==> config.mk <==
export PLATFORM = sky130hd
export DESIGN_NAME = rv_decode_top
export DESIGN_NICKNAME = d
export VERILOG_FILES = /design/src/isa_pkg.sv /design/src/decode_pkg.sv /design/src/base_decoder.sv /design/src/decode_hold.sv /design/src/ins_accept.sv /design/src/rv_decode_top.sv /design/src/rvc_q1_decoder.sv
export SDC_FILE = /design/constraint.sdc
export NUM_CORES = 1
export LEC_CHECK = 0
export ABC_AREA = 0
export BUFFER_PORTS_ARGS = -buffer_cell sky130_fd_sc_hd__buf_4
export CAP_MARGIN = 20
export CORE_AREA = 2 2 100 102
export DETAILED_ROUTE_END_ITERATION = 6
export DIE_AREA = 0 0 102 104
export GPL_ROUTABILITY_DRIVEN = 0
export HOLD_SLACK_MARGIN = 0.02
export PLACE_DENSITY_LB_ADDON = 0.2
export SLEW_MARGIN = 20
export SYNTH_ARGS = -nofsm -noshare
export SYNTH_HDL_FRONTEND = slang
export SYNTH_SLANG_ARGS = --single-unit
==> constraint.sdc <==
create_clock -name clk -period 8.2 [get_ports clk]
set_input_delay 0.41 -clock clk [delete_from_list [all_inputs] [get_ports clk]]
set_output_delay 0.41 -clock clk [all_outputs]
set_load 0.05 [all_outputs]
==> src/isa_pkg.sv <==
////////////////////
// isa definitions for the RV32I decode stage
// standard and compressed views of one instruction word,
// major opcodes and compressed quadrants
////////////////////

package isa_pkg;

    localparam int ilen = 32;

    typedef logic [4:0] reg_idx_t;

    // standard 32-bit layout
    typedef struct packed {
        logic [6:0] funct7;
        reg_idx_t   rs2;
        reg_idx_t   rs1;
        logic [2:0] funct3;
        reg_idx_t   rd;
        logic [6:0] opcode;
    } std_ins_t;

    // compressed layout, upper half-word ignored
    typedef struct packed {
        logic [15:0] hi;
        logic [2:0]  funct3;
        logic        b12;
        logic [4:0]  b11_7;
        logic [4:0]  b6_2;
        logic [1:0]  quad;
    } rvc_ins_t;

    typedef union packed {
        std_ins_t std;
        rvc_ins_t rvc;
    } ins_word_u;

    ////////////////////
    // major opcodes
    localparam logic [6:0] opc_lui    = 7'b0110111;
    localparam logic [6:0] opc_auipc  = 7'b0010111;
    localparam logic [6:0] opc_jal    = 7'b1101111;
    localparam logic [6:0] opc_jalr   = 7'b1100111;
    localparam logic [6:0] opc_branch = 7'b1100011;
    localparam logic [6:0] opc_load   = 7'b0000011;
    localparam logic [6:0] opc_store  = 7'b0100011;
    localparam logic [6:0] opc_op_imm = 7'b0010011;
    localparam logic [6:0] opc_op     = 7'b0110011;

    // quadrant field, 11 marks a standard word
    localparam logic [1:0] q0    = 2'b00;
    localparam logic [1:0] q1    = 2'b01;
    localparam logic [1:0] q2    = 2'b10;
    localparam logic [1:0] q_std = 2'b11;

endpackage

==> src/decode_pkg.sv <==
////////////////////
// decode result definitions
// operation codes and the result word shared by both decoders
////////////////////

package decode_pkg;

    // numbering is fixed, the golden data depends on it
    typedef enum logic [5:0] {
        op_illegal,
        op_lui, op_auipc, op_jal, op_jalr,
        op_beq, op_bne, op_blt, op_bge, op_bltu, op_bgeu,
        op_lb, op_lh, op_lw, op_lbu, op_lhu,
        op_sb, op_sh, op_sw,
        op_addi, op_slti, op_sltiu, op_xori, op_ori, op_andi,
        op_slli, op_srli, op_srai,
        op_add, op_sub, op_sll, op_slt, op_sltu,
        op_xor, op_srl, op_sra, op_or, op_and
    } op_e;

    typedef struct packed {
        op_e                      op;
        isa_pkg::reg_idx_t        rd;
        isa_pkg::reg_idx_t        rs1;
        isa_pkg::reg_idx_t        rs2;
        logic [isa_pkg::ilen-1:0] imm;
        logic                     is_c;
        logic                     jump;
    } dec_res_t;

endpackage

==> src/base_decoder.sv <==
////////////////////
// RV32I base decoder
// maps a 32-bit word to operation, register fields
// and a sign-extended immediate
////////////////////

module base_decoder (
    input  isa_pkg::ins_word_u   ins_q,
    output decode_pkg::dec_res_t res
);

    import isa_pkg::*;
    import decode_pkg::*;

    logic [ilen-1:0] w;
    logic [ilen-1:0] imm_i;
    logic [ilen-1:0] imm_s;
    logic [ilen-1:0] imm_b;
    logic [ilen-1:0] imm_u;
    logic [ilen-1:0] imm_j;
    logic [ilen-1:0] imm_sh;
    logic [ilen-1:0] imm;
    logic [2:0]      f3;
    logic            alt;
    op_e             op;

    assign w   = ins_q;
    assign f3  = ins_q.std.funct3;
    // funct7 bit 5 selects sub / sra / srai
    assign alt = ins_q.std.funct7[5];

    ////////////////////
    // immediates by format
    assign imm_i  = {{20{w[31]}}, w[31:20]};
    assign imm_s  = {{20{w[31]}}, w[31:25], w[11:7]};
    assign imm_b  = {{19{w[31]}}, w[31], w[7], w[30:25], w[11:8], 1'b0};
    assign imm_u  = {w[31:12], 12'b0};
    assign imm_j  = {{11{w[31]}}, w[31], w[19:12], w[20], w[30:21], 1'b0};
    assign imm_sh = {27'b0, w[24:20]};

    always_comb begin
        op  = op_illegal;
        imm = '0;
        case (ins_q.std.opcode)
            opc_lui: begin
                op  = op_lui;
                imm = imm_u;
            end
            opc_auipc: begin
                op  = op_auipc;
                imm = imm_u;
            end
            opc_jal: begin
                op  = op_jal;
                imm = imm_j;
            end
            opc_jalr: begin
                if (f3 == 3'b000) begin
                    op = op_jalr;
                end
                imm = imm_i;
            end
            opc_branch: begin
                imm = imm_b;
                case (f3)
                    3'b000:  op = op_beq;
                    3'b001:  op = op_bne;
                    3'b100:  op = op_blt;
                    3'b101:  op = op_bge;
                    3'b110:  op = op_bltu;
                    3'b111:  op = op_bgeu;
                    default: op = op_illegal;
                endcase
            end
            opc_load: begin
                imm = imm_i;
                case (f3)
                    3'b000:  op = op_lb;
                    3'b001:  op = op_lh;
                    3'b010:  op = op_lw;
                    3'b100:  op = op_lbu;
                    3'b101:  op = op_lhu;
                    default: op = op_illegal;
                endcase
            end
            opc_store: begin
                imm = imm_s;
                case (f3)
                    3'b000:  op = op_sb;
                    3'b001:  op = op_sh;
                    3'b010:  op = op_sw;
                    default: op = op_illegal;
                endcase
            end
            opc_op_imm: begin
                imm = imm_i;
                case (f3)
                    3'b000: op = op_addi;
                    3'b010: op = op_slti;
                    3'b011: op = op_sltiu;
                    3'b100: op = op_xori;
                    3'b110: op = op_ori;
                    3'b111: op = op_andi;
                    // shifts carry only the shamt
                    3'b001: begin
                        op  = alt ? op_illegal : op_slli;
                        imm = imm_sh;
                    end
                    3'b101: begin
                        op  = alt ? op_srai : op_srli;
                        imm = imm_sh;
                    end
                endcase
            end
            opc_op: begin
                case ({alt, f3})
                    4'b0000: op = op_add;
                    4'b1000: op = op_sub;
                    4'b0001: op = op_sll;
                    4'b0010: op = op_slt;
                    4'b0011: op = op_sltu;
                    4'b0100: op = op_xor;
                    4'b0101: op = op_srl;
                    4'b1101: op = op_sra;
                    4'b0110: op = op_or;
                    4'b0111: op = op_and;
                    default: op = op_illegal;
                endcase
            end
            default: op = op_illegal;
        endcase
    end

    // illegal words leave every field at zero
    always_comb begin
        res = '0;
        if (op != op_illegal) begin
            res.op   = op;
            res.rd   = ins_q.std.rd;
            res.rs1  = ins_q.std.rs1;
            res.rs2  = ins_q.std.rs2;
            res.imm  = imm;
            res.jump = (op == op_jal);
        end
    end

endmodule

==> src/decode_hold.sv <==
////////////////////
// result register
// picks the decoder by quadrant and holds the result
// until the next accepted word
////////////////////

module decode_hold (
    input  logic                            clk,
    input  logic                            rst,
    input  logic                            load,
    input  isa_pkg::ins_word_u              ins_q,
    input  decode_pkg::dec_res_t            base_res,
    input  decode_pkg::dec_res_t            rvc_res,
    output decode_pkg::op_e                 op,
    output isa_pkg::reg_idx_t               rd,
    output isa_pkg::reg_idx_t               rs1,
    output isa_pkg::reg_idx_t               rs2,
    output logic [isa_pkg::ilen-1:0]        imm,
    output logic                            ins_c,
    output logic                            jump_en
);

    import isa_pkg::*;
    import decode_pkg::*;

    dec_res_t sel;
    dec_res_t held;

    // quadrants 0 and 2 are not supported
    always_comb begin
        case (ins_q.rvc.quad)
            q_std:   sel = base_res;
            q1:      sel = rvc_res;
            default: begin
                sel      = '0;
                sel.is_c = 1'b1;
            end
        endcase
    end

    always_ff @(posedge clk) begin
        if (rst) begin
            held <= '0;
        end else if (load) begin
            held <= sel;
        end
    end

    assign op      = held.op;
    assign rd      = held.rd;
    assign rs1     = held.rs1;
    assign rs2     = held.rs2;
    assign imm     = held.imm;
    assign ins_c   = held.is_c;
    assign jump_en = held.jump;

endmodule

==> src/ins_accept.sv <==
////////////////////
// instruction accept
// four-phase req/ack controller, latches the incoming word
// and strobes the result register one cycle later
////////////////////

module ins_accept (
    input  logic                     clk,
    input  logic                     rst,
    input  logic [isa_pkg::ilen-1:0] ins,
    input  logic                     ins_req,
    output logic                     ins_ack,
    output isa_pkg::ins_word_u       ins_q,
    output logic                     load
);

    localparam logic [1:0] st_idle = 2'd0;
    localparam logic [1:0] st_busy = 2'd1;
    localparam logic [1:0] st_ack  = 2'd2;

    logic [1:0] state;

    always_ff @(posedge clk) begin
        if (rst) begin
            state <= st_idle;
        end else begin
            case (state)
                st_idle: begin
                    if (ins_req) begin
                        state <= st_busy;
                    end
                end
                st_busy: state <= st_ack;
                // hold ack until the source drops req
                st_ack: begin
                    if (!ins_req) begin
                        state <= st_idle;
                    end
                end
                default: state <= st_idle;
            endcase
        end
    end

    always_ff @(posedge clk) begin
        if (state == st_idle && ins_req) begin
            ins_q <= ins;
        end
    end

    assign load    = (state == st_busy);
    assign ins_ack = (state == st_ack);

endmodule

==> src/rv_decode_top.sv <==
////////////////////
// RV32I / RVC decode stage top
// handshake front end, two decoders and the result register
////////////////////

module rv_decode_top (
    input  logic                     clk,
    input  logic                     rst,
    input  logic [isa_pkg::ilen-1:0] ins,
    input  logic                     ins_req,
    output logic                     ins_ack,
    output decode_pkg::op_e          op,
    output isa_pkg::reg_idx_t        rd,
    output isa_pkg::reg_idx_t        rs1,
    output isa_pkg::reg_idx_t        rs2,
    output logic [isa_pkg::ilen-1:0] imm,
    output logic                     ins_c,
    output logic                     jump_en
);

    import isa_pkg::*;
    import decode_pkg::*;

    ins_word_u ins_q;
    dec_res_t  base_res;
    dec_res_t  rvc_res;
    logic      load;

    ins_accept u_accept (
        .clk     (clk),
        .rst     (rst),
        .ins     (ins),
        .ins_req (ins_req),
        .ins_ack (ins_ack),
        .ins_q   (ins_q),
        .load    (load)
    );

    base_decoder u_base (
        .ins_q (ins_q),
        .res   (base_res)
    );

    rvc_q1_decoder u_rvc (
        .ins_q (ins_q),
        .res   (rvc_res)
    );

    decode_hold u_hold (
        .clk      (clk),
        .rst      (rst),
        .load     (load),
        .ins_q    (ins_q),
        .base_res (base_res),
        .rvc_res  (rvc_res),
        .op       (op),
        .rd       (rd),
        .rs1      (rs1),
        .rs2      (rs2),
        .imm      (imm),
        .ins_c    (ins_c),
        .jump_en  (jump_en)
    );

endmodule

==> src/rvc_q1_decoder.sv <==
////////////////////
// compressed quadrant 1 decoder
// expands c.jal, c.j, c.addi, the c.alu group and
// c.beqz / c.bnez into their base operations
////////////////////

module rvc_q1_decoder (
    input  isa_pkg::ins_word_u   ins_q,
    output decode_pkg::dec_res_t res
);

    import isa_pkg::*;
    import decode_pkg::*;

    logic [15:0]     h;
    logic [ilen-1:0] imm_ci;
    logic [ilen-1:0] imm_sh;
    logic [ilen-1:0] imm_cj;
    logic [ilen-1:0] imm_cb;
    reg_idx_t        rs1_p;
    reg_idx_t        rs2_p;
    dec_res_t        dec;

    assign h = ins_q[15:0];

    // 3-bit register fields address x8..x15
    assign rs1_p = {2'b01, h[9:7]};
    assign rs2_p = {2'b01, h[4:2]};

    assign imm_ci = {{26{h[12]}}, h[12], h[6:2]};
    assign imm_sh = {26'b0, h[12], h[6:2]};
    assign imm_cj = {{20{h[12]}}, h[12], h[8], h[10:9], h[6], h[7], h[2], h[11], h[5:3], 1'b0};
    assign imm_cb = {{23{h[12]}}, h[12], h[6:5], h[2], h[11:10], h[4:3], 1'b0};

    always_comb begin
        dec = '0;
        case (ins_q.rvc.funct3)
            3'b000: begin
                dec.op  = op_addi;
                dec.rd  = ins_q.rvc.b11_7;
                dec.rs1 = ins_q.rvc.b11_7;
                dec.imm = imm_ci;
            end
            // c.jal links x1, c.j links x0
            3'b001, 3'b101: begin
                dec.op   = op_jal;
                dec.rd   = ins_q.rvc.funct3[2] ? 5'd0 : 5'd1;
                dec.imm  = imm_cj;
                dec.jump = 1'b1;
            end
            3'b100: begin
                dec.rd  = rs1_p;
                dec.rs1 = rs1_p;
                dec.rs2 = rs2_p;
                case (h[11:10])
                    2'b00: begin
                        dec.op  = op_srli;
                        dec.imm = imm_sh;
                    end
                    2'b01: begin
                        dec.op  = op_srai;
                        dec.imm = imm_sh;
                    end
                    2'b10: begin
                        dec.op  = op_andi;
                        dec.imm = imm_ci;
                    end
                    default: begin
                        if (!ins_q.rvc.b12) begin
                            case (h[6:5])
                                2'b00: dec.op = op_sub;
                                2'b01: dec.op = op_xor;
                                2'b10: dec.op = op_or;
                                2'b11: dec.op = op_and;
                            endcase
                        end
                    end
                endcase
            end
            3'b110, 3'b111: begin
                dec.op  = ins_q.rvc.funct3[0] ? op_bne : op_beq;
                dec.rs1 = rs1_p;
                dec.imm = imm_cb;
            end
            default: dec.op = op_illegal;
        endcase
    end

    always_comb begin
        res      = (dec.op == op_illegal) ? '0 : dec;
        res.is_c = 1'b1;
    end

endmodule
==> results.md <==
- Peak VDD IR: 0.000112 V
- Clock Skews: 0.0139 ns
- Root Driver: clkbuf_8
- CTS resizes: 0
- First-pass GRT wire length: 22400 um
- Yosys cell types: 70
- Starting Density: 51.4%
- Share of layout cells above drive strength 1: 21.1%
- Worst hold stages: 1
- Synthesized Nets: 591
- CTS Sinks: 94
- Most frequent cells after synthesis: dfxtp_1, nor2_1, nand2_1
- Yosys warning count: 0
- Relative slew slack: 24.5%
- Post-synth EDFFs: 32
- Setup violators final: 0
- GRT Resource Usage Total: 27.0%
- Outcome: completed
- Initial antenna violation count: 0
- Final non-filler cell total: 749
- R2R Setup Slk: 4.91 ns
- Final critical-path required period: 3.29 ns
- WHS: 0.195 ns
- Syn Area/Cell: 8.92 um2
- Post-synth top area share: 25.3%
- Buf/Inv on CP: 0
- Final nets: 651
- Setup ws final: 4.91 ns
- CTS tree: built
- Crit-path slowest cell: nor2_1
- Post-synthesis sequential area ratio: 44.8%
- Die area: 0.0106 mm2
- Count leader, synth: dfxtp_1
- Dpl ws: 4.98 ns
- Vias: 4640
- Worst Path Arrival: 3.54 ns
- Worst skew pair latency: 0.38 ns
- Crit path launch: u_accept.ins_q[14]
- CTS Buf Count: 9
- CP Max Fanout: 25
- Measured slew at the worst slew-check pin: 1.13 ns
- Max Fclk: 304 MHz
- Final TNS setup: 0 ns
- Post-route ant nets: 0
- Mapped Area: 0.00491 mm2
- Power per cell area: 182 mW/mm2
- Delay-heaviest family, CP: simple AND/OR/NAND/NOR gates
- Routed vias/inst: 6.19
- Setup repair bufs after CTS: 0
- Synth async-reset ratio: 0%
- Hold Startpoint: ins[28]
- Tcrit/Tclk final: 40.1%
- Top-Level Pins: 91
- Clock-pin slew on the worst setup and hold paths: 0.09 ns
- Finished Cell Area: 0.00576 mm2
- Die H: 104 um
- Hold endpoint: u_accept.ins_q[28]
- CTS Hold Bufs: 0
- Top_reg_cell synth: dfxtp_1
- Util after Layout: 60.4%
- Crit Path Category: reg -> reg
- Max Cap Viol: 0
- Tot Pwr: 1.05 mW
- CTS H-tree depth: 3
- Area post-placement: 0.00556 mm2
- Std cell rows: 36
- Antenna diodes: 0
- Synth Register Bits: 94
- DR iter-0 viols: 491
- CP required: 8.45 ns
- Die Width: 102 um
- Wire per inst: 18.8 um
- WL final: 14100 um
- Post-Synthesis Cells: 551
- Crit path cell chain: nor2_1 -> and3_1 -> o221ai_1 -> nor4b_4 -> nand3b_4 -> nor2_4 -> o21ai_0
- Hold WC Path Type: in -> reg
- Critical Path Source Type: register
- Critical Path Max Stage Delay: 0.75 ns
- Fill cells: 853
- Cell taking the most area after synthesis: dfxtp_1
- Via count of the first global-routing pass: 4337
- CTS max path bufs: 2
- Slew Viols, Final: 0
- Dpl cells: 733
- Area growth syn-to-layout: 17.3%
- R2R depth: 7
- 1st-pass router iterations: 6
- Hold Fails Final Rpt: 0
- Largest net degree at the start of global routing: 28
- Crit. End Element: register
- R2R Path End: u_hold.imm[20]
- RSZ-0062 raised after global routing: false
- GRT overflow: 0
- Pleak: 2.36 nW
- DP HPWL: 9900 um
- DR DRC count: 0
- RR Startpoint: u_accept.ins_q[14]
- Core ar.: 0.00955 mm2
- Synth area leaders: dfxtp_1, edfxtp_1, a21oi_1
- Port Buffers: 90
power breakdown:
group	leakage, nW	internal [mW]	switching [mW]
registers	0.811	0.510	0.0365
clock network	0.104	0.158	0.160
logic	1.45	0.0636	0.120
logic make-up (layout without fill, tap and decap cells):
group | Yosys count | count (layout) | synth area share (%)
compound gates | 199 | 199 | 27.4
simple gates | 183 | 183 | 19.0
flops | 94 | 94 | 44.8
buf+inv | 64 | 129 | 6.24
mux | 6 | 6 | 1.27
fa+ha+maj | 5 | 5 | 1.27
state kept, by name (all words and copies together), names as in the netlist, named ones only:
| signal | count |
|---|---|
| u_accept.ins_q | 32 |
| u_accept.state | 2 |
| u_hold.imm | 32 |
| u_hold.ins_c | 1 |
| u_hold.jump_en | 1 |
| u_hold.op | 6 |
| u_hold.rd | 5 |
| u_hold.rs1 | 5 |
| u_hold.rs2 | 5 |
metal layers:
metal	vias to the layer above	track usage [%]	routed length, um
met2	250	41.4	6510
met5	-	0	0
met4	0	9.90	403
met1	2198	36.6	5810
li1	2146	-	-
met3	46	6.85	1340
worst register-to-register path: stages (launching register included):
cell and delay [ns]:
edfxtp_1 0.71, nor2_1 0.76, and3_1 0.28, o221ai_1 0.17
nor4b_4 0.39, nand3b_4 0.19, nor2_4 0.48, o21ai_0 0.19
worst max-delay path by stage:
stage | to | slack [ns] | cells after the start
after global routing | u_hold.imm[21] | 4.71 | 7
after global placement | u_hold.imm[29] | 5.18 | 7
final | u_hold.imm[20] | 4.91 | 7
after floorplan | register | 4.90 | 6
after CTS | u_hold.imm[20] | 4.97 | 7
after detailed placement | u_hold.imm[29] | 4.98 | 7
cell type report:
| class | instances | area, um2 | area share, % |
|---|---|---|---|
| repair buffers | 94 | 706 | 12.2 |
| clock inverters | 3 | 41.3 | 0.716 |
| multi-input cells | 393 | 2420 | 41.9 |
| inverters | 19 | 71.3 | 1.24 |
| well taps | 133 | 166 | 2.89 |
| flip-flops and latches | 94 | 2200 | 38.2 |
| clock buffers | 13 | 159 | 2.76 |
cells in the final DEF (no fill, tap or decap), drive strengths merged, types with 4 or more instances in the layout:
cell,count
buf,94
dfxtp,62
nor2,51
nand2,49
a21oi,49
o21ai,46
edfxtp,32
nand3,22
inv,20
a21o,17
clkbuf,13
a22oi,12
nor2b,12
o31ai,11
and3,10
o22ai,9
a31oi,7
o2111ai,6
a32oi,6
or2,6
nand2b,5
a211oi,5
ha,5
nor3,5
nand4,4
mux2i,4
nor3b,4
Note: power is estimated with default switching activity, not from simulation.
